**src/hdl/eth_pkg.sv**
```systemverilog
`default_nettype none

package eth_pkg;

	// ------------------------------
	// sizes and frame constants
	// ------------------------------
	localparam int RING_DEPTH = 8;              // packet slots per ring

	typedef logic [7:0]                    byte_t;
	typedef logic [8:0]                    plen_t;   // byte address or packet length
	typedef logic [$clog2(RING_DEPTH)-1:0] slot_t;
	typedef logic [15:0]                   result_t;

	localparam plen_t       MAX_LEN       = 9'd402;
	localparam plen_t       PREAMBLE_LEN  = 9'd7;
	localparam byte_t       PREAMBLE_BYTE = 8'h55;
	localparam byte_t       SFD_BYTE      = 8'hD5;
	localparam plen_t       FCS_LEN       = 9'd4;
	localparam plen_t       IFG_LEN       = 9'd12;     // idle cycles between frames
	localparam logic [31:0] CRC_RESIDUE   = 32'hC704DD7B;

	// ------------------------------
	// host and ring ports
	// ------------------------------
	typedef enum logic [2:0] {
		OP_READ,
		OP_READ_LEN,
		OP_READ_NEXT,
		OP_WRITE,
		OP_WRITE_LEN,
		OP_WRITE_NEXT
	} host_op_t;

	typedef struct packed {
		host_op_t op;
		plen_t    addr;
		byte_t    data;
	} host_req_t;

	// on commit the addr field carries the packet length
	typedef struct packed {
		logic  en;
		plen_t addr;
		byte_t data;
		logic  commit;
		logic  abort;
	} ring_wr_t;

	typedef struct packed {
		logic  valid;      // oldest packet is ready
		plen_t len;
	} ring_stat_t;

	typedef struct packed {
		logic  en;
		byte_t data;
	} gmii_tx_t;

	typedef struct packed {
		logic  dv;
		logic  er;
		byte_t data;
	} gmii_rx_t;

	// CRC-32 over one byte, bit 0 goes out first on the wire
	function automatic logic [31:0] next_crc32_d8(input byte_t data, input logic [31:0] crc);
		logic [31:0] c;
		logic        fb;
		c = crc;
		for (int i = 0; i < 8; i++) begin
			fb = c[31] ^ data[i];
			c  = {c[30:0], 1'b0} ^ ({32{fb}} & 32'h04C1_1DB7);
		end
		return c;
	endfunction

	function automatic byte_t reverse_byte(input byte_t data);
		byte_t r;
		for (int i = 0; i < 8; i++)
			r[i] = data[7 - i];
		return r;
	endfunction

endpackage

`default_nettype wire

```
**src/hdl/gmii_tx.sv**
```systemverilog
`timescale 1ns/100ps
`default_nettype none

module gmii_tx import eth_pkg::*; (
	input  wire             clock,
	input  wire             reset,
	input  wire ring_stat_t stat_i,
	output plen_t           rd_addr_o,
	input  wire byte_t      rd_data_i,
	output logic            release_o,
	output gmii_tx_t        tx_o
);

	typedef enum logic [2:0] {
		ST_IDLE,
		ST_PRE,
		ST_SFD,
		ST_DATA,
		ST_FCS,
		ST_GAP
	} tx_state_t;

	tx_state_t   state_q;     // phase now on the wire
	plen_t       cnt_q;       // preamble, data, fcs and gap count
	plen_t       len_q;
	plen_t       addr_q;      // two bytes ahead of the wire
	logic [31:0] crc_q;
	logic        last_pre;

	assign last_pre  = (state_q == ST_PRE) && (cnt_q == PREAMBLE_LEN);
	assign rd_addr_o = addr_q;
	assign release_o = (state_q == ST_GAP) && (cnt_q == IFG_LEN);

	always_ff @(posedge clock) begin
		if (reset) begin
			state_q <= ST_IDLE;
			tx_o.en <= 1'b0;
		end else begin
			case (state_q)
				ST_IDLE: begin
					addr_q <= '0;
					crc_q  <= '1;
					if (stat_i.valid) begin
						state_q   <= ST_PRE;
						len_q     <= stat_i.len;
						cnt_q     <= plen_t'(1);
						tx_o.en   <= 1'b1;
						tx_o.data <= PREAMBLE_BYTE;
					end
				end
				ST_PRE: begin
					if (last_pre) begin
						state_q   <= ST_SFD;
						tx_o.data <= SFD_BYTE;
						addr_q    <= addr_q + plen_t'(1);
					end else begin
						cnt_q <= cnt_q + plen_t'(1);
					end
				end
				ST_SFD: begin
					state_q   <= ST_DATA;
					tx_o.data <= rd_data_i;           // byte 0
					crc_q     <= next_crc32_d8(rd_data_i, crc_q);
					cnt_q     <= plen_t'(1);
					addr_q    <= addr_q + plen_t'(1);
				end
				ST_DATA: begin
					if (cnt_q == len_q) begin
						state_q   <= ST_FCS;
						tx_o.data <= ~reverse_byte(crc_q[31:24]);
						crc_q     <= {crc_q[23:0], 8'h00};
						cnt_q     <= plen_t'(1);
					end else begin
						tx_o.data <= rd_data_i;
						crc_q     <= next_crc32_d8(rd_data_i, crc_q);
						cnt_q     <= cnt_q + plen_t'(1);
						addr_q    <= addr_q + plen_t'(1);
					end
				end
				ST_FCS: begin
					if (cnt_q == FCS_LEN) begin
						state_q <= ST_GAP;
						tx_o.en <= 1'b0;
						cnt_q   <= plen_t'(1);
					end else begin
						tx_o.data <= ~reverse_byte(crc_q[31:24]);  // high byte first
						crc_q     <= {crc_q[23:0], 8'h00};
						cnt_q     <= cnt_q + plen_t'(1);
					end
				end
				ST_GAP: begin
					if (release_o)
						state_q <= ST_IDLE;               // slot freed on this edge
					else
						cnt_q <= cnt_q + plen_t'(1);
				end
				default: state_q <= ST_IDLE;
			endcase
		end
	end

	// no hole in tx_en between the SFD and the last FCS byte
	a_en_held: assert property (@(posedge clock) disable iff (reset)
		((state_q inside {ST_SFD, ST_DATA, ST_FCS}) && !(state_q == ST_FCS && cnt_q == FCS_LEN))
		|=> tx_o.en);

endmodule

`default_nettype wire

```
**config.mk**
```make
export PLATFORM = sky130hd
export DESIGN_NAME = gmii_tx
export DESIGN_NICKNAME = d
export VERILOG_FILES = /design/src/hdl/eth_pkg.sv /design/src/hdl/gmii_tx.sv
export SDC_FILE = /design/constraint.sdc
export NUM_CORES = 1
export LEC_CHECK = 0
export BUFFER_PORTS_ARGS = -buffer_cell sky130_fd_sc_hd__buf_2
export CAP_MARGIN = 40
export CELL_PAD_IN_SITES_DETAIL_PLACEMENT = 0
export CELL_PAD_IN_SITES_GLOBAL_PLACEMENT = 1
export CORE_MARGIN = 4
export CORE_UTILIZATION = 43
export CTS_CLUSTER_SIZE = 25
export DETAILED_ROUTE_END_ITERATION = 7
export GPL_ROUTABILITY_DRIVEN = 1
export PLACE_DENSITY = 0.79
export SYNTH_ARGS = -nofsm -noshare
export SYNTH_HDL_FRONTEND = slang
export SYNTH_SLANG_ARGS = --single-unit
```
**constraint.sdc**
```tcl
create_clock -name clock -period 3.9 [get_ports clock]
set_input_delay 0.39 -clock clock [delete_from_list [all_inputs] [get_ports clock]]
set_output_delay 0.39 -clock clock [all_outputs]
set_load 0.05 [all_outputs]
```
### Word level (Yosys, flattened, before mapping)

Cells that the tools add are included.

* add/sub/neg operators: 2
* eq/ne operators: 18
* muxes and demuxes: 25
* bitwise logic cells: 18
* reductions and logical operators: 15

Operators by type and width (number)
* 32-bit by 27-bit bitwise XOR with 32-bit output: 8
* 32-bit one-hot mux with 4 select lines: 1
* 9-bit 2-to-1 mux: 8
* 32-bit 2-to-1 mux: 2
* 9-bit one-hot mux with 6 select lines: 1
* 8-bit one-hot mux with 5 select lines: 1
* 9-bit one-hot mux with 4 select lines: 1
* 8-bit 2-to-1 mux: 3
* 9-bit by 1-bit adder with 9-bit output, second input constant: 2
* 9-bit by 3-bit == test with 1-bit output, second input constant: 2
* 2-bit inequality test, second input constant: 9
* 3-bit one-hot mux with 6 select lines: 1
* 3-bit 2-to-1 mux: 5
* 5-bit AND reduction: 3
* 9-bit by 4-bit == test with 1-bit output, second input constant: 1
* 9-bit == test: 1
* 3-bit AND reduction: 3
* 8-bit NOT: 1
* 4-bit nonzero test: 2
* 1-bit bitwise XOR: 8
* 3-bit by 2-bit == test with 1-bit output, second input constant: 2
* 3-bit == test, second input constant: 2
* 6-bit nonzero test: 1
* 5-bit nonzero test: 1
* other kinds (8): 9

* register bits after elaboration: 71
* input port bits: 20
* output and inout bits: 19

### Logic depth before layout (Yosys ltp)

* word-level depth: 18
* depth in mapped cells: 8
* depth with buffers taken out: 7

### Worst setup path before layout

No wires, ideal clock.

* path type: flip-flop to flip-flop
* start point: register cnt_q[0]
* end point: register crc_q[0] (enable)
* arrival: 3.531 ns
* data required time: 3.430 ns
* slack: -0.101 ns
* cell stages (with the launch flop): 8
* buffers on the path: 0
* period minus slack after synthesis: 4.001 ns
* cells stage by stage: edfxtp_1 inv_1 ha_1 nor3b_1 nand2_1 or2_1 nand2_1 a211oi_1

* longest elaborated chain between the ends: 3

Ends and longest elaborated chain
* from (decl): RTL line gmii_tx.sv:24 `plen_t cnt_q;`
* from (signal assigned): RTL line gmii_tx.sv:46 `cnt_q <= plen_t'(1);`
* from (signal assigned): RTL line gmii_tx.sv:57 `cnt_q <= cnt_q + plen_t'(1);`
* from (signal assigned): RTL line gmii_tx.sv:64 `cnt_q <= plen_t'(1);`
* 9-bit by 3-bit == test with 1-bit output: RTL line gmii_tx.sv:81 `if (cnt_q == FCS_LEN) begin`
* 2-bit inequality test (no line)
* 3-bit AND reduction (no line)
* to (signal assigned): RTL line gmii_tx.sv:71 `crc_q <= {crc_q[23:0], 8'h00};`
* to (signal assigned): RTL line gmii_tx.sv:75 `crc_q <= next_crc32_d8(rd_data_i, crc_q);`
* to (signal assigned): RTL line gmii_tx.sv:87 `crc_q <= {crc_q[23:0], 8'h00};`
* to (decl): RTL line gmii_tx.sv:27 `logic [31:0] crc_q;`

No other way between the ends.
A chain may end at the register's enable or synchronous reset.

### Final worst setup path

* start point: register state_q[0]
* end point: register crc_q[11], data pin

* longest elaborated chain between the ends: 2
* elaborated cells between the ends (all ways): 5
* classes of those cells: eq/ne: 3; mux: 1; reduce/logical: 1

Ends and longest elaborated chain
* from (decl): RTL line gmii_tx.sv:23 `tx_state_t state_q;`
* from (signal assigned): RTL line gmii_tx.sv:36 `state_q <= ST_IDLE;`
* from (signal assigned): RTL line gmii_tx.sv:44 `state_q <= ST_PRE;`
* from (signal assigned): RTL line gmii_tx.sv:53 `state_q <= ST_SFD;`
* 3-bit == test (tied with other cells): RTL line gmii_tx.sv:39 `case (state_q)`
* 32-bit one-hot mux with 4 select lines *: RTL line gmii_tx.sv:39
* to (signal assigned): RTL line gmii_tx.sv:63 `crc_q <= next_crc32_d8(rd_data_i, crc_q);`
* to (signal assigned): RTL line gmii_tx.sv:71
* to (signal assigned): RTL line gmii_tx.sv:75

Mark *: on every way between the ends. The rest lies on a longest branch, timed or not.

==> impl_metrics.tcl <==
set metrics [dict create \
    fmax_mhz 379 \
    clock-sinks 71 \
    p_leak_uw 0.00161 \
    drt-total-wl_um 10600 \
    drt_first_pass_iters 5 \
    switching_share_pct 28.3 \
    ys_async_sr_fraction_pct 0 \
    cp-endpoint "crc_q[11]" \
    netlist_instances 420 \
    post-dp-hpwl_um 7290 \
    finalHoldViolations 0 \
    grt_usage_pct 17.6 \
    p_switching_uw 536 \
    r2r-start "state_q[0]" \
    drtIter0Drc 292 \
    arrival_ns 2.73 \
    critPathLaunch "state_q[0]" \
    grt_max_degree 33 \
    hp-start "stat_i[5]" \
    clock_power_share_pct 34.3 \
    synth_edf_count 67 \
    cts_tree "done" \
    path_clk_slew_ns 0.08 \
    die_h_um 111 \
    cts_setup_buffers 0 \
    nNetsFinal 481 \
    initial_utilization_pct 44.0 \
    grt_pass1_vias 3399 \
    use_met3_pct 3.34 \
    internal_power_uw 1350 \
    cts_buffers 9 \
    core_area_um2 10300 \
    hold_class "primary input to register" \
    port_buffers 38 \
    grt_pass1_wl_um 17600 \
    final_layout_size_suffix_gt1_share_pct 18.0 \
    clock_path_buffers 2 \
    synth.most_common_cell "edfxtp_1" \
    p_per_area_nw_per_um2 369 \
    end_kind "register" \
    dr_total_vias 3507 \
    cp-start-kind "register" \
    synth_cell_type_count 57 \
    placed_cells 583 \
    period_share_pct 67.6 \
    share_comb_of_total_power_pct 18.2 \
    synth_top_area_cell "edfxtp_1" \
    synth.top_cell.area_share_pct 44.5 \
    rr_endpoint "crc_q[11]" \
    rsz0062_at_grt "no" \
    busiest_layer "met2" \
    setup-tns-final_ns 0 \
    path_class "register to register" \
    setup_viol 0 \
    yosysSeqAreaShare_pct 46.2 \
    avgSynthCellArea_um2 10.8 \
    fp.dieW_um 111 \
    cts_resized 0 \
    insertion_delay_ns 0.35 \
    yosys_warnings 0 \
    synth_area_um2 4520 \
    die-area_um2 12200 \
    synth_ff_type "edfxtp_1" \
    drc 0 \
    r2r_setup_slack_ns 1.26 \
    p_total_uw 1890 \
    fp-row-count 37 \
    nFillCells 957 \
    cts_hold_buf 0 \
    gp_congestion 0.804 \
    avgRoutedWirePerCell_um 17.7 \
    finClkSkew_ns 0.0100 \
    slew_viol_final 0 \
    ys_ff_latch 71 \
    htreeDepth 3 \
    fin_crit_ns 2.64 \
    diodes 0 \
    rr_worst_depth 5 \
    synth_common_cells "edfxtp_1 (67), xnor2_1 (40), nand2_1 (32)" \
    ir_drop_mv 0.162 \
    io_pins 39 \
    final_cells 598 \
    use_met2_pct 28.2 \
    postRouteAntennaNets 0 \
    vias_per_cell 5.86 \
    slew_headroom_pct 43.6 \
    use_met1_pct 24.4 \
    cts_root_buf "clkbuf_8" \
    antenna_found_initial 0 \
    ys_top_cells_by_area "edfxtp_1 (44%), xnor2_1 (7.7%), xnor2_4 (3.0%), xnor3_1 (3.0%), nand2_1 (2.7%)" \
    tightest_slew_ns 0.845 \
    area_growth_pct 13.2 \
    grt_overflow 0 \
    syn-num-nets 443 \
    status "finished, final reports clean" \
    critPathMaxFanout 27 \
    required_ns 3.99 \
    drv_cap 0 \
    pwr-share-seq_pct 47.5 \
]
[logic make-up (layout without fill, tap and decap cells)]
family,count (synthesis),after routing,synth area share (%)
XOR/XNOR,69,69,18.6
AO/OA/AOI/OAI,132,132,19.4
flip-flops,71,71,46.2
adder cells (fa/ha/maj),3,3,0.830
AND/OR/NAND/NOR,113,113,12.2
buffers and inverters,32,74,2.74
[sequential cells by signal, summed over array words and instances (netlist names)]
| register | cells |
|---|---|
| rd_addr_o | 9 |
| crc_q | 32 |
| state_q | 3 |
| len_q | 9 |
| tx_o | 9 |
| cnt_q | 9 |
[layout make-up]
| type | count | area, um2 | share of cell area [%] |
|---|---|---|---|
| tap | 136 | 170 | 3.32 |
| timing repair buffer | 48 | 273 | 5.32 |
| clock buffer | 9 | 124 | 2.42 |
| multi-input combinational | 317 | 2340 | 45.6 |
| sequential | 71 | 2090 | 40.8 |
| inverter | 11 | 41.3 | 0.806 |
| clock inverter | 6 | 85.1 | 1.66 |
[power by group through the flow]
| stage | Clock, uW | Combinational (uW) | Sequential [uW] |
|---|---|---|---|
| after global placement | 0 | 336 | 914 |
| after CTS | 661 | 345 | 897 |
| after floorplan | 0 | 226 | 941 |
| after detailed placement | 0 | 342 | 915 |
| final | 648 | 345 | 897 |
| after global routing | 688 | 373 | 901 |
[worst min-delay path by stage]
stage | endpoint | slack, ns | depth (start not counted)
detailed placement | tx_o[8] | 0.49 | 2
global placement | tx_o[8] | 0.47 | 2
finish | len_q[5] | 0.22 | 1
global route | len_q[0] | 0.20 | 1
floorplan | len_q[0] | 0.49 | 0
CTS | len_q[5] | 0.20 | 1
[per-stage QoR]
| stage | setup slack [ns] | utilization [%] | area (um2) | hold WS (ns) |
|---|---|---|---|---|
| 4_1_cts | 1.25 | 49.8 | 5120 | 0.205 |
| 3_5_place_dp | 1.28 | 47.8 | 4910 | 0.487 |
| 6_report | 1.26 | 49.8 | 5120 | 0.216 |
| 5_1_grt | 1.12 | 49.8 | 5120 | 0.203 |
| 2_1_floorplan | 0.997 | - | 4530 | 0.489 |
| 3_3_place_gp | 1.37 | 47.7 | 4900 | 0.475 |
[layout by cell type (no fill, tap or decap), drive strengths merged, types with 3 or more instances in the layout]
cell type	count
nand3	11
xnor3	6
nor3	8
a32oi	10
a21oi	22
dfxtp	4
xor2	11
buf	48
a221oi	3
clkbuf	9
a22oi	6
nor2	28
o22ai	12
a31o	4
a21boi	3
nand4	3
o31ai	6
o21ai	34
o2bb2ai	7
xnor2	51
edfxtp	67
nand2	32
nand2b	3
inv	12
a211oi	3
ha	3
a31oi	6
nor3b	3
or3	15
[worst max-delay path, cell delays in order, from the launching register on]
cell and delay [ns]:
dfxtp_1 0.88, inv_2 0.43, nor4_4 0.36, buf_4 0.33, nor3b_1 0.09, o32a_1 0.29
[routing by layer]
metal	routed length, um	share of wire [%]	up-vias
li1	-	-	1676
met1	4880	46	1682
met2	4930	47	134
met3	605	5.7	15
met4	158	1.5	0
met5	0	0	-
No activity file was read; power rests on OpenSTA's default activity.
