--- config.mk ---
export PLATFORM = sky130hd
export DESIGN_NAME = gmii_rx
export DESIGN_NICKNAME = d
export VERILOG_FILES = /design/src/hdl/eth_pkg.sv /design/src/hdl/gmii_rx.sv
export SDC_FILE = /design/constraint.sdc
export NUM_CORES = 1
export LEC_CHECK = 0
export ABC_AREA = 1
export BUFFER_PORTS_ARGS = -buffer_cell sky130_fd_sc_hd__buf_2
export CAP_MARGIN = 20
export CORE_UTILIZATION = 40
export DETAILED_ROUTE_END_ITERATION = 10
export HOLD_SLACK_MARGIN = 0.15
export PLACE_DENSITY_LB_ADDON = 0.05
export SLEW_MARGIN = 20
export SYNTH_ARGS = -nofsm -noshare
export SYNTH_HDL_FRONTEND = slang
export SYNTH_SLANG_ARGS = --single-unit
--- constraint.sdc ---
create_clock -name clock -period 5.4 [get_ports clock]
set_clock_uncertainty 0.05 [all_clocks]
set_input_delay 0.54 -clock clock [delete_from_list [all_inputs] [get_ports clock]]
set_output_delay 0.54 -clock clock [all_outputs]
set_load 0.1 [all_outputs]
--- src/hdl/eth_pkg.sv ---
`default_nettype none

package eth_pkg;

	// ------------------------------
	// sizes and frame constants
	// ------------------------------
	localparam int RING_DEPTH = 8;              // packet slots per ring

	typedef logic [7:0]                    byte_t;
	typedef logic [8:0]                    plen_t;   // byte address or packet length
	typedef logic [$clog2(RING_DEPTH)-1:0] slot_t;
	typedef logic [15:0]                   result_t;

	localparam plen_t       MAX_LEN       = 9'd402;
	localparam plen_t       PREAMBLE_LEN  = 9'd7;
	localparam byte_t       PREAMBLE_BYTE = 8'h55;
	localparam byte_t       SFD_BYTE      = 8'hD5;
	localparam plen_t       FCS_LEN       = 9'd4;
	localparam plen_t       IFG_LEN       = 9'd12;     // idle cycles between frames
	localparam logic [31:0] CRC_RESIDUE   = 32'hC704DD7B;

	// ------------------------------
	// host and ring ports
	// ------------------------------
	typedef enum logic [2:0] {
		OP_READ,
		OP_READ_LEN,
		OP_READ_NEXT,
		OP_WRITE,
		OP_WRITE_LEN,
		OP_WRITE_NEXT
	} host_op_t;

	typedef struct packed {
		host_op_t op;
		plen_t    addr;
		byte_t    data;
	} host_req_t;

	// on commit the addr field carries the packet length
	typedef struct packed {
		logic  en;
		plen_t addr;
		byte_t data;
		logic  commit;
		logic  abort;
	} ring_wr_t;

	typedef struct packed {
		logic  valid;      // oldest packet is ready
		plen_t len;
	} ring_stat_t;

	typedef struct packed {
		logic  en;
		byte_t data;
	} gmii_tx_t;

	typedef struct packed {
		logic  dv;
		logic  er;
		byte_t data;
	} gmii_rx_t;

	// CRC-32 over one byte, bit 0 goes out first on the wire
	function automatic logic [31:0] next_crc32_d8(input byte_t data, input logic [31:0] crc);
		logic [31:0] c;
		logic        fb;
		c = crc;
		for (int i = 0; i < 8; i++) begin
			fb = c[31] ^ data[i];
			c  = {c[30:0], 1'b0} ^ ({32{fb}} & 32'h04C1_1DB7);
		end
		return c;
	endfunction

	function automatic byte_t reverse_byte(input byte_t data);
		byte_t r;
		for (int i = 0; i < 8; i++)
			r[i] = data[7 - i];
		return r;
	endfunction

endpackage

`default_nettype wire

--- src/hdl/gmii_rx.sv ---
`timescale 1ns/100ps
`default_nettype none

module gmii_rx import eth_pkg::*; (
	input  wire           clock,
	input  wire           reset,
	input  wire gmii_rx_t rx_i,
	output ring_wr_t      wr_o,
	input  wire           full_i
);

	typedef enum logic [2:0] {
		ST_HUNT,
		ST_PRE,
		ST_SFD,
		ST_DATA,
		ST_DROP
	} rx_state_t;

	rx_state_t   state_q;
	plen_t       cnt_q;       // preamble bytes, then frame bytes
	logic [31:0] crc_q;
	logic        err_q;       // rx_er seen inside the frame
	logic        frame_end;
	logic        frame_ok;
	logic        too_long;

	// ------------------------------
	// frame end checks
	// ------------------------------
	assign frame_end = (state_q == ST_DATA) && !rx_i.dv;
	assign too_long  = (state_q == ST_DATA) && rx_i.dv && (cnt_q == MAX_LEN + FCS_LEN);
	assign frame_ok  = !err_q && (crc_q == CRC_RESIDUE)
		&& (cnt_q >= FCS_LEN + plen_t'(1)) && (cnt_q <= MAX_LEN + FCS_LEN);

	always_comb begin
		wr_o        = '0;
		wr_o.data   = rx_i.data;
		wr_o.addr   = frame_end ? cnt_q - FCS_LEN : cnt_q;   // length at commit
		wr_o.en     = (state_q == ST_DATA) && rx_i.dv && (cnt_q < MAX_LEN);
		wr_o.commit = frame_end && frame_ok;
		wr_o.abort  = (frame_end && !frame_ok) || too_long;
	end

	// ------------------------------
	// receive FSM
	// ------------------------------
	always_ff @(posedge clock) begin
		if (reset) begin
			state_q <= ST_HUNT;
		end else begin
			case (state_q)
				ST_HUNT: begin
					if (rx_i.dv) begin
						cnt_q <= plen_t'(1);
						if (rx_i.data == PREAMBLE_BYTE && !rx_i.er)
							state_q <= ST_PRE;
						else
							state_q <= ST_DROP;
					end
				end
				ST_PRE: begin
					if (!rx_i.dv)
						state_q <= ST_HUNT;
					else if (rx_i.data != PREAMBLE_BYTE || rx_i.er)
						state_q <= ST_DROP;
					else if (cnt_q == PREAMBLE_LEN - plen_t'(1))
						state_q <= ST_SFD;            // seventh preamble byte
					else
						cnt_q <= cnt_q + plen_t'(1);
				end
				ST_SFD: begin
					if (!rx_i.dv) begin
						state_q <= ST_HUNT;
					end else if (rx_i.data == SFD_BYTE && !rx_i.er && !full_i) begin
						state_q <= ST_DATA;
						cnt_q   <= '0;
						crc_q   <= '1;
						err_q   <= 1'b0;
					end else begin
						state_q <= ST_DROP;           // bad SFD or no free slot
					end
				end
				ST_DATA: begin
					if (!rx_i.dv) begin
						state_q <= ST_HUNT;
					end else if (too_long) begin
						state_q <= ST_DROP;
					end else begin
						cnt_q <= cnt_q + plen_t'(1);
						crc_q <= next_crc32_d8(rx_i.data, crc_q);
						err_q <= err_q | rx_i.er;
					end
				end
				ST_DROP: begin
					if (!rx_i.dv)
						state_q <= ST_HUNT;           // wait out the rest of the run
				end
				default: state_q <= ST_HUNT;
			endcase
		end
	end

endmodule

`default_nettype wire

# Yosys cells after proc, flatten, opt, wreduce, memory -nomap -nowiden
# Cells that the tools add are included.
dict set report classes {
  n_addsub 2
  n_lt_le_gt_ge 3
  eq_ne 21
  n_mux 31
  n_bitwise 18
  reduce_logical 25
}
# operator count
set op_table {}
lappend op_table {{XOR 32 x 27 -> 32 bit} 8}
lappend op_table {{2-to-1 mux 32 bit} 4}
lappend op_table {{2-to-1 mux 9 bit} 9}
lappend op_table {{case mux 32 bit (2 select lines)} 1}
lappend op_table {{case mux 9 bit (4 select lines)} 1}
lappend op_table {{equality test 32 bit (second input constant)} 1}
lappend op_table {{2-to-1 mux 3 bit} 10}
lappend op_table {{inequality test 2 bit (second input constant)} 9}
lappend op_table {{case mux 3 bit (5 select lines)} 1}
lappend op_table {{logical AND 1 bit} 12}
lappend op_table {{AND reduction 10 bit} 1}
lappend op_table {{adder 9 x 1 -> 9 bit (second input constant)} 1}
lappend op_table {{equality test 9 x 3 -> 1 bit (second input constant)} 1}
lappend op_table {{equality test 9 bit (second input constant)} 1}
lappend op_table {{>= comparator 9 x 3 -> 1 bit (second input constant)} 1}
lappend op_table {{<= comparator 9 bit (second input constant)} 1}
lappend op_table {{less-than comparator 9 bit (second input constant)} 1}
lappend op_table {{subtractor 9 x 3 -> 9 bit (second input constant)} 1}
lappend op_table {{equality test 8 x 7 -> 1 bit (second input constant)} 1}
lappend op_table {{equality test 8 bit (second input constant)} 1}
lappend op_table {{inequality test 8 x 7 -> 1 bit (second input constant)} 1}
lappend op_table {{XOR 1 bit} 8}
lappend op_table {{equality test 3 x 2 -> 1 bit (second input constant)} 2}
lappend op_table {{AND reduction 6 bit} 1}
lappend op_table {{other kinds (14)} 22}
dict set report totals {
  regBits 45
  inputBits 13
  out_inout_bits 20
  elab_cells 104
}

# Depth between registers and ports, before layout
# Gate-level depths: netlist (run 1).
dict set report depth {
  word_depth 19
  ltp_mapped 13
  ltp_nobuf 12
}

# Least setup slack after synthesis (run 1)
# Ideal clock, no wire load.
dict set report synth_timing {
  kind {register -> output}
  from {register cnt_q[2]}
  to {output port wr_o[13] in the netlist's numbering}
  t_arrival_ns 2.943
  required_ns 4.810
  path_slack_ns 1.867
  path_stages_with_launch 4
  path_cell_list {edfxtp_1 inv_1 ha_1 o21ai_0}
}
# element line_no
set synth_rtl {}
lappend synth_rtl {{from (decl)} gmii_rx.sv:21} ;# plen_t cnt_q;
lappend synth_rtl {{from (signal assigned)} gmii_rx.sv:55} ;# cnt_q <= plen_t'(1);
lappend synth_rtl {{from (signal assigned)} gmii_rx.sv:70} ;# cnt_q <= cnt_q + plen_t'(1);
lappend synth_rtl {{from (signal assigned)} gmii_rx.sv:90} ;# cnt_q <= cnt_q + plen_t'(1);
lappend synth_rtl {{to (decl)} gmii_rx.sv:8} ;# output ring_wr_t wr_o,

==> results.ini, run 1 <==
[synth]
ys_ff_latch = 45
avgSynthCellArea_um2 = 7.13
synthesis.area_um2 = 3630
yosys_most_used_dff = edfxtp_1
synth-edff-count = 42
async_flop_share_pct = 0
ys_warn_count = 0
synth_top_area_cell = edfxtp_1
ys_seq_area_share_pct = 36.4
syn_inst = 509
ys_types = 31
syn_nets = 528
synth_top_area_share_pct = 34.7
yosys-top-cells-area = edfxtp_1, nand2_1, xor2_1

[setup_path]
worstSetupPathType = reg -> out
cp.required_ns = 4.81
crit_arrival_ns = 2.25
cp_cell_sequence = inv_1, nor2_4, nand2_2, nor2_4, nand2_2, nor3_1, xor2_1, buf_2
reg2reg_from = state_q[2]
crit_slowest_cell = buf_2
crit_fanout = 13
cp-end-kind = output pin
cp-start-kind = flop
critPathTopFamily = simple AND/OR/NAND/NOR gates
critPathLaunch = state_q[0]
crit_buf_inv = 2
max_stage_delay_ns = 0.43

[clock_network]
clockBufferDepth = 2
ctsHoldBuffers = 0
postCtsSetupRepairBufs = 0
cts_tree = built
cts_resized = 0
root_buffer = clkbuf_8
cts_buffers = 5
clkTransAtPathRegs_ns = 0.09
worstSkewPairLatency_ns = 0.31
ctsHtreeMaxLevel = 2
cts.sinks = 45

[die]
fp.dieH_um = 97.3
die_w_um = 97.3
die_area_um2 = 9460
floorplan.initialDensity_pct = 41.4
rows = 34
core_area_um2 = 8760
ios = 33

[timing]
fin_crit_sh_pct = 52.6
max_freq_ghz = 0.352
tightest_slew_ns = 0.804
slew_viol_final = 0
relSlewSlack_pct = 46.2
layout_setup_ws_ns = 2.56
fin_tns_setup_ns = 0
hold_viol = 0
rsz0062_at_grt = no
layout_min_cycle_time_ns = 2.84
fin_hold_ws_ns = 0.383
finalSetupViolCount = 0

[finish]
drive_gt1_share_pct = 12.4
layout.area.seq_um2 = 1320
area_growth_pct = 7.27
fill_cells = 940
nets = 553
multiInputGateArea_um2 = 1960
layout_commonest_cell = nand2_1
antenna_cells = 0
fin_area_um2 = 3890
final_cell_mix = nand2_1, inv_1, nand3_1, edfxtp_1, xor2_1

[worst_hold_path]
min_from = reset
holdCritPathClass = in -> reg

[routing]
post_drt_via_cell_ratio = 4.95
firstDrtPassIters = 6
via_count = 3178
avgRoutedWirePerCell_um = 14.4
wl_um = 9250
drt_iter0_markers = 109
antenna_left = 0
drc = 0

[global_route]
grt_pass1_wl_um = 15000
grt_pass1_vias = 3015
grt-ovfl-total = 0
antenna_found_initial = 0
grtUsageTotal_pct = 20.3
grt_max_degree = 34

[pwr]
total_power_mw = 1.10
p_per_area_nw_per_um2 = 282
p_leak_nw = 1.79
ir_drop_uv = 97.0

[place]
place_ws_ns = 2.86
place.port_buffers = 32
placed_cell_area_um2 = 3810
dp_hpwl_um = 6990
gp_congestion = 0.890

[job]
cap_violations = 0

[status]
status = completed

==> layout make-up <==
class | count | area share (%)
clock buffer | 5 | 1.77
clock inverter | 2 | 0.289
inverter | 62 | 5.97
multi-input combinational | 387 | 50.3
sequential | 45 | 33.9
tap | 108 | 3.47
timing repair buffer | 33 | 4.30
==> per-layer routing <==
metal	vias up	part of all wire (%)	GRT usage [%]
li1	1672	-	-
met1	1440	45	24.9
met2	57	51	37.4
met3	9	3.2	2.37
met4	0	1.3	5.43
met5	-	0	0
==> synthesized netlist by cell type, types with 2 or more instances <==
master    number
a21oi_1       18
buf_4         11
buf_6          3
dfxtp_1        3
edfxtp_1      42
ha_1           6
inv_1         58
inv_2          3
nand2_1      188
nand2_2       11
nand3_1       42
nand3b_1       3
nand4_1        8
nor2_1        32
nor2_4         2
nor3_1        11
o21ai_0       17
or2_2          4
xnor2_1        2
xor2_1        34
==> metrics by stage <==
| stage | util, % | instances |
|---|---|---|
| after floorplan | - | 509 |
| after global placement | 43.5 | 635 |
| after detailed placement | 43.5 | 635 |
| after CTS | 44.4 | 642 |
| after global routing | 44.4 | 642 |
| final | 44.4 | 642 |
==> path summary, 6_finish.rpt <==
kind	endpoint	slack [ns]	cells after the start
max reg2reg	crc_q[4]	3.15	6
min	state_q[1]	0.38	2
min reg2reg	crc_q[25]	0.54	2
max	wr_o[16]	2.56	8
==> report_power, final <==
| group | internal (mW) | switching [mW] |
|---|---|---|
| clock | 0.0874 | 0.127 |
| combinational | 0.110 | 0.323 |
| sequential | 0.421 | 0.0302 |
| total | 0.618 | 0.481 |
==> cells by family after synthesis <==
logic type      synth area share, %
simple gates                   36.4
buf+inv                        9.75
flops                          36.4
compound gates                 5.51
xor+xnor                       9.89
fa+ha+maj                      2.07
==> worst reg2reg max path, stage by stage, from the launching register on <==
cell      delay, ns
dfxtp_1        0.42
nor2_4         0.09
nand2_2        0.26
clkinv_1       0.60
nand2_1        0.48
o21ai_0        0.15
inv_1          0.08
==> sequential cells by signal, indices dropped and copies added (netlist names) <==
name	flops
state_q	3
err_q	1
crc_q	32
cnt_q	9
Note: power is estimated with default switching activity, not from simulation.
==> run 2: changes to the inputs <==
- clock period: 5.4 -> 2.85 ns (I/O delays scaled with it)
==> results.ini, run 2 (synthesis results as in run 1) <==
[die]
ios = 33
rows = 34
floorplan.initialDensity_pct = 41.4
core_area_um2 = 8760
die_w_um = 97.3
die_area_um2 = 9460
fp.dieH_um = 97.3

[place]
gp_congestion = 0.851
dp_hpwl_um = 7120
place.port_buffers = 32

[status]
status = completed

[timing]
hold_viol = 0
fin_crit_sh_pct = 90.7
fin_tns_setup_ns = 0
relSlewSlack_pct = 67.7
slew_viol_final = 0
tightest_slew_ns = 0.488
layout_min_cycle_time_ns = 2.58
rsz0062_at_grt = no
max_freq_ghz = 0.387
finalSetupViolCount = 0

[finish]
antenna_cells = 0
reg.largest.list = crc_q: 32 flops, cnt_q: 9 flops, state_q: 3 flops
drive_gt1_share_pct = 12.6
area_growth_pct = 8.06
largest_reg_flops = 32
post-route-util_pct = 44.8
final_cell_mix = nand2_1, inv_1, nand3_1, edfxtp_1, xor2_1
layout_commonest_cell = nand2_1
nets = 557
regMostFlops = crc_q

[global_route]
grt-ovfl-total = 0
antenna_found_initial = 0
grt_pass1_wl_um = 15200
grt_pass1_vias = 3105
grtUsageTotal_pct = 20.6
grt_max_degree = 34

[setup_path]
cp.required_ns = 2.52
worstSetupPathType = reg -> out
crit_arrival_ns = 2.25
crit_fanout = 13
crit_slowest_cell = buf_2
cp-start-kind = flop
cp_cell_sequence = nor2_4, nand2_2, nor2_4, nand2_2, nor3_1, xor2_1, buf_2
cp-end-kind = output pin
max_stage_delay_ns = 0.43

[routing]
wl_um = 9220
drc = 0
firstDrtPassIters = 5
via_count = 3223
avgRoutedWirePerCell_um = 14.3
drt_iter0_markers = 159
post_drt_via_cell_ratio = 4.99
antenna_left = 0

[job]
cap_violations = 0

[clock_network]
clkTransAtPathRegs_ns = 0.08
worstSkewPairLatency_ns = 0.30
cts_tree = built
root_buffer = clkbuf_8
clockBufferDepth = 2
cts.sinks = 45
cts_resized = 0
cts_buffers = 5
ctsHtreeMaxLevel = 2

[pwr]
p_per_area_nw_per_um2 = 528
seq_power_share_pct = 41.1
ir_drop_uv = 183
sw_frac_of_total_pct = 43.2
p_leak_nw = 1.81
internal_power_mw = 1.18
power.switching_mw = 0.895
comb_power_share_pct = 40.2
power.share.clock_pct = 18.7

[worst_hold_path]
holdCritPathClass = in -> reg

==> run 2: worst paths after layout <==
path,startpoint,to,slack [ns],cells after the start
worst min-delay path,rx_i[8],err_q,0.30,3
worst min register to register,crc_q[17],crc_q[25],0.55,2
worst max-delay path,state_q[2],wr_o[16],0.27,7
worst max register to register,state_q[2],crc_q[12],0.70,7
==> run 2: cell type report <==
cell class | count | area (um^2)
fill | 943 | 4840
multi-input combinational | 387 | 1960
sequential | 45 | 1320
inverter | 62 | 233
timing repair buffer | 37 | 200
tap | 108 | 135
clock buffer | 6 | 72.6
clock inverter | 1 | 3.75
==> run 2: worst max-delay path, delay by kind of cell, from the launching register on <==
kind | cells | cell delay, ns
buffers and inverters | 1 | 0.43
DFF | 1 | 0.36
and+or+nand+nor | 5 | 1.01
xor gates and xnor gates | 1 | 0.16
==> run 2: routing by layer <==
| layer | share of wire, % | up-vias | GRT usage [%] |
|---|---|---|---|
| li1 | - | 1674 | - |
| met1 | 45 | 1469 | 26.3 |
| met2 | 50 | 68 | 36.4 |
| met3 | 3.6 | 12 | 2.45 |
| met4 | 2.3 | 0 | 6.11 |
| met5 | 0 | - | 0 |
==> run 2: power groups by stage <==
| stage | logic (mW) | clock network, mW | registers, mW |
|---|---|---|---|
| floorplan | 0.682 | 0 | 0.854 |
| global placement | 0.831 | 0 | 0.867 |
| detailed placement | 0.832 | 0 | 0.869 |
| CTS | 0.838 | 0.399 | 0.853 |
| global route | 0.931 | 0.418 | 0.861 |
| finish | 0.833 | 0.387 | 0.853 |
==> run 2: what timing repair did <==
action,4_1_cts,5_1_grt
endpoints found under the hold margin,2,0
hold buffers,1,0
buffers inserted,0,0
==> run 2: stage by stage <==
step	hold WS, ns	instance area, um^2	setup WS, ns	power, mW	cells
floorplan	0.307	3630	0.0519	1.54	509
global placement	0.453	3840	0.619	1.70	638
detailed placement	0.457	3840	0.596	1.70	638
CTS	0.303	3920	0.267	2.09	646
global route	0.323	3920	0.0575	2.21	646
finish	0.299	3920	0.266	2.07	646
==> run 3: changes to the inputs <==
- CELL_PAD_IN_SITES_DETAIL_PLACEMENT: unset -> 1
- CELL_PAD_IN_SITES_GLOBAL_PLACEMENT: unset -> 2
- CORE_UTILIZATION: 40 -> 34
==> results.ini, run 3 (synthesis results as in run 1) <==
[worst_hold_path]
holdCritPathClass = in -> reg
holdPathStages = 3
min_from = rx_i[8]
hold_end = err_q

[die]
core_area_um2 = 10300
rows = 37
ios = 33
floorplan.initialDensity_pct = 35.2
die_area_um2 = 11100
fp.dieH_um = 105
die_w_um = 105

[global_route]
grt_pass1_wl_um = 17200
grt-ovfl-total = 0
grt_max_degree = 34
grt_pass1_vias = 3323
grtUsageTotal_pct = 20.2
antenna_found_initial = 0

[timing]
layout_min_cycle_time_ns = 2.62
fin_tns_setup_ns = 0
max_freq_ghz = 0.381
finalSetupViolCount = 0
hold_viol = 0
relSlewSlack_pct = 62.1
fin_crit_sh_pct = 92.0
rsz0062_at_grt = no
tightest_slew_ns = 0.567
slew_viol_final = 0

[finish]
post-route-util_pct = 38.8
largest_reg_flops = 32
regMostFlops = crc_q
drive_gt1_share_pct = 13.1
reg.largest.list = crc_q: 32 flops, cnt_q: 9 flops, state_q: 3 flops
nets = 558
instances_no_fill = 676
antenna_cells = 0
area_growth_pct = 10.3
layout_commonest_cell = nand2_1
final_cell_mix = nand2_1, inv_1, nand3_1, edfxtp_1, xor2_1

[status]
status = completed

[place]
dp_hpwl_um = 8560
gp_congestion = 0.804
dpl.cell_count = 667
place.port_buffers = 32

[clock_network]
ctsHtreeMaxLevel = 2
cts_buffers = 5
postCtsSetupRepairBufs = 0
clockBufferDepth = 2
root_buffer = clkbuf_8
cts.sinks = 45
cts_tree = built
clkTransAtPathRegs_ns = 0.09
worstSkewPairLatency_ns = 0.32

[setup_path]
cp-start-kind = flop
crit_arrival_ns = 2.29
cp_cell_sequence = inv_1, ha_1, nand2_1, nor2_1, nand2_1, nand2_1, nand4_1, nor2_1, buf_2
r2r.worst_path.cells = 7
crit_top_cell = nand2_1
cp.required_ns = 2.52
reg2reg_slack_ns = 0.67
reg2reg_from = cnt_q[2]
r2r-end = crc_q[27]
worstSetupPathType = reg -> out
cp-end-kind = output pin
crit_fanout = 8
max_stage_delay_ns = 0.44
crit_slowest_cell = edfxtp_1

[routing]
drc = 0
avgRoutedWirePerCell_um = 16.1
post_drt_via_cell_ratio = 4.94
wl_um = 10900
via_count = 3341
drt_iter0_markers = 123
antenna_left = 0
firstDrtPassIters = 4

[pwr]
p_leak_nw = 1.83
ir_drop_uv = 187
p_per_area_nw_per_um2 = 557

[job]
cap_violations = 0

-- run 3: cell count changes in the layout (fill, tap and decap cells not counted) --
cell / before / now
buf_4: 4 / 5
bufinv_16: 0 / 1
clkbuf_1: 1 / 0
clkinvlp_4: 0 / 1
nor2_2: 2 / 1
nor2_4: 2 / 3
-- run 3: how the worst max path moves through the flow --
| stage | from | end | slack, ns |
|---|---|---|---|
| 5_1_grt | cnt_q[3] | wr_o[1] | 0.04 |
| 3_5_place_dp | cnt_q[3] | wr_o[1] | 0.55 |
| 4_1_cts | cnt_q[3] | wr_o[1] | 0.21 |
| 6_report | cnt_q[3] | wr_o[1] | 0.23 |
| 3_3_place_gp | state_q[0] | wr_o[18] | 0.64 |
| 2_1_floorplan | cnt_q[3] | wr_o[1] | 0.05 |
-- run 3: layer usage --
metal	vias to the layer above	routed length, um	track usage [%]
met4	0	166	6.34
met2	38	5770	38.1
li1	1673	-	-
met5	-	0	0
met1	1618	4740	23.7
met3	12	182	2.29
-- run 3: cell type report --
type	instances	area [um^2]
Tap cell	136	170
Multi-Input combinational cell	387	1960
Inverter	62	233
Clock inverter	3	41.3
Fill cell	1318	6320
Clock buffer	5	68.8
Timing Repair Buffer	38	208
Sequential cell	45	1320
-- run 3: per-stage QoR --
stage | hold slack, ns | area, um^2 | worst slack [ns] | power [mW]
after floorplan | 0.307 | 3630 | 0.0519 | 1.54
after global placement | 0.457 | 3880 | 0.645 | 1.72
after detailed placement | 0.465 | 3880 | 0.555 | 1.74
after CTS | 0.315 | 4010 | 0.210 | 2.25
after global routing | 0.336 | 4010 | 0.0409 | 2.36
final | 0.316 | 4010 | 0.227 | 2.23
-- run 3: what timing repair did --
| item | CTS | global route |
|---|---|---|
| hold endpoints to repair | 2 | 0 |
| gates resized for setup | 0 | 0 |
| hold buffers | 1 | 0 |
| endpoints found under the setup margin | 0 | 0 |
-- run 3: critical path, delay by kind of cell (launching register included) --
family | cells | cell delay (ns)
and+or+nand+nor | 6 | 0.69
adders and majority gates | 1 | 0.22
buffers and inverters | 2 | 0.65
DFF | 1 | 0.44
-- run 3: where the power goes --
part | total, mW | switching [mW] | internal, mW
Sequential | 0.855 | 0.0585 | 0.797
Clock | 0.512 | 0.253 | 0.259
Combinational | 0.864 | 0.648 | 0.217
Total | 2.23 | 0.959 | 1.27
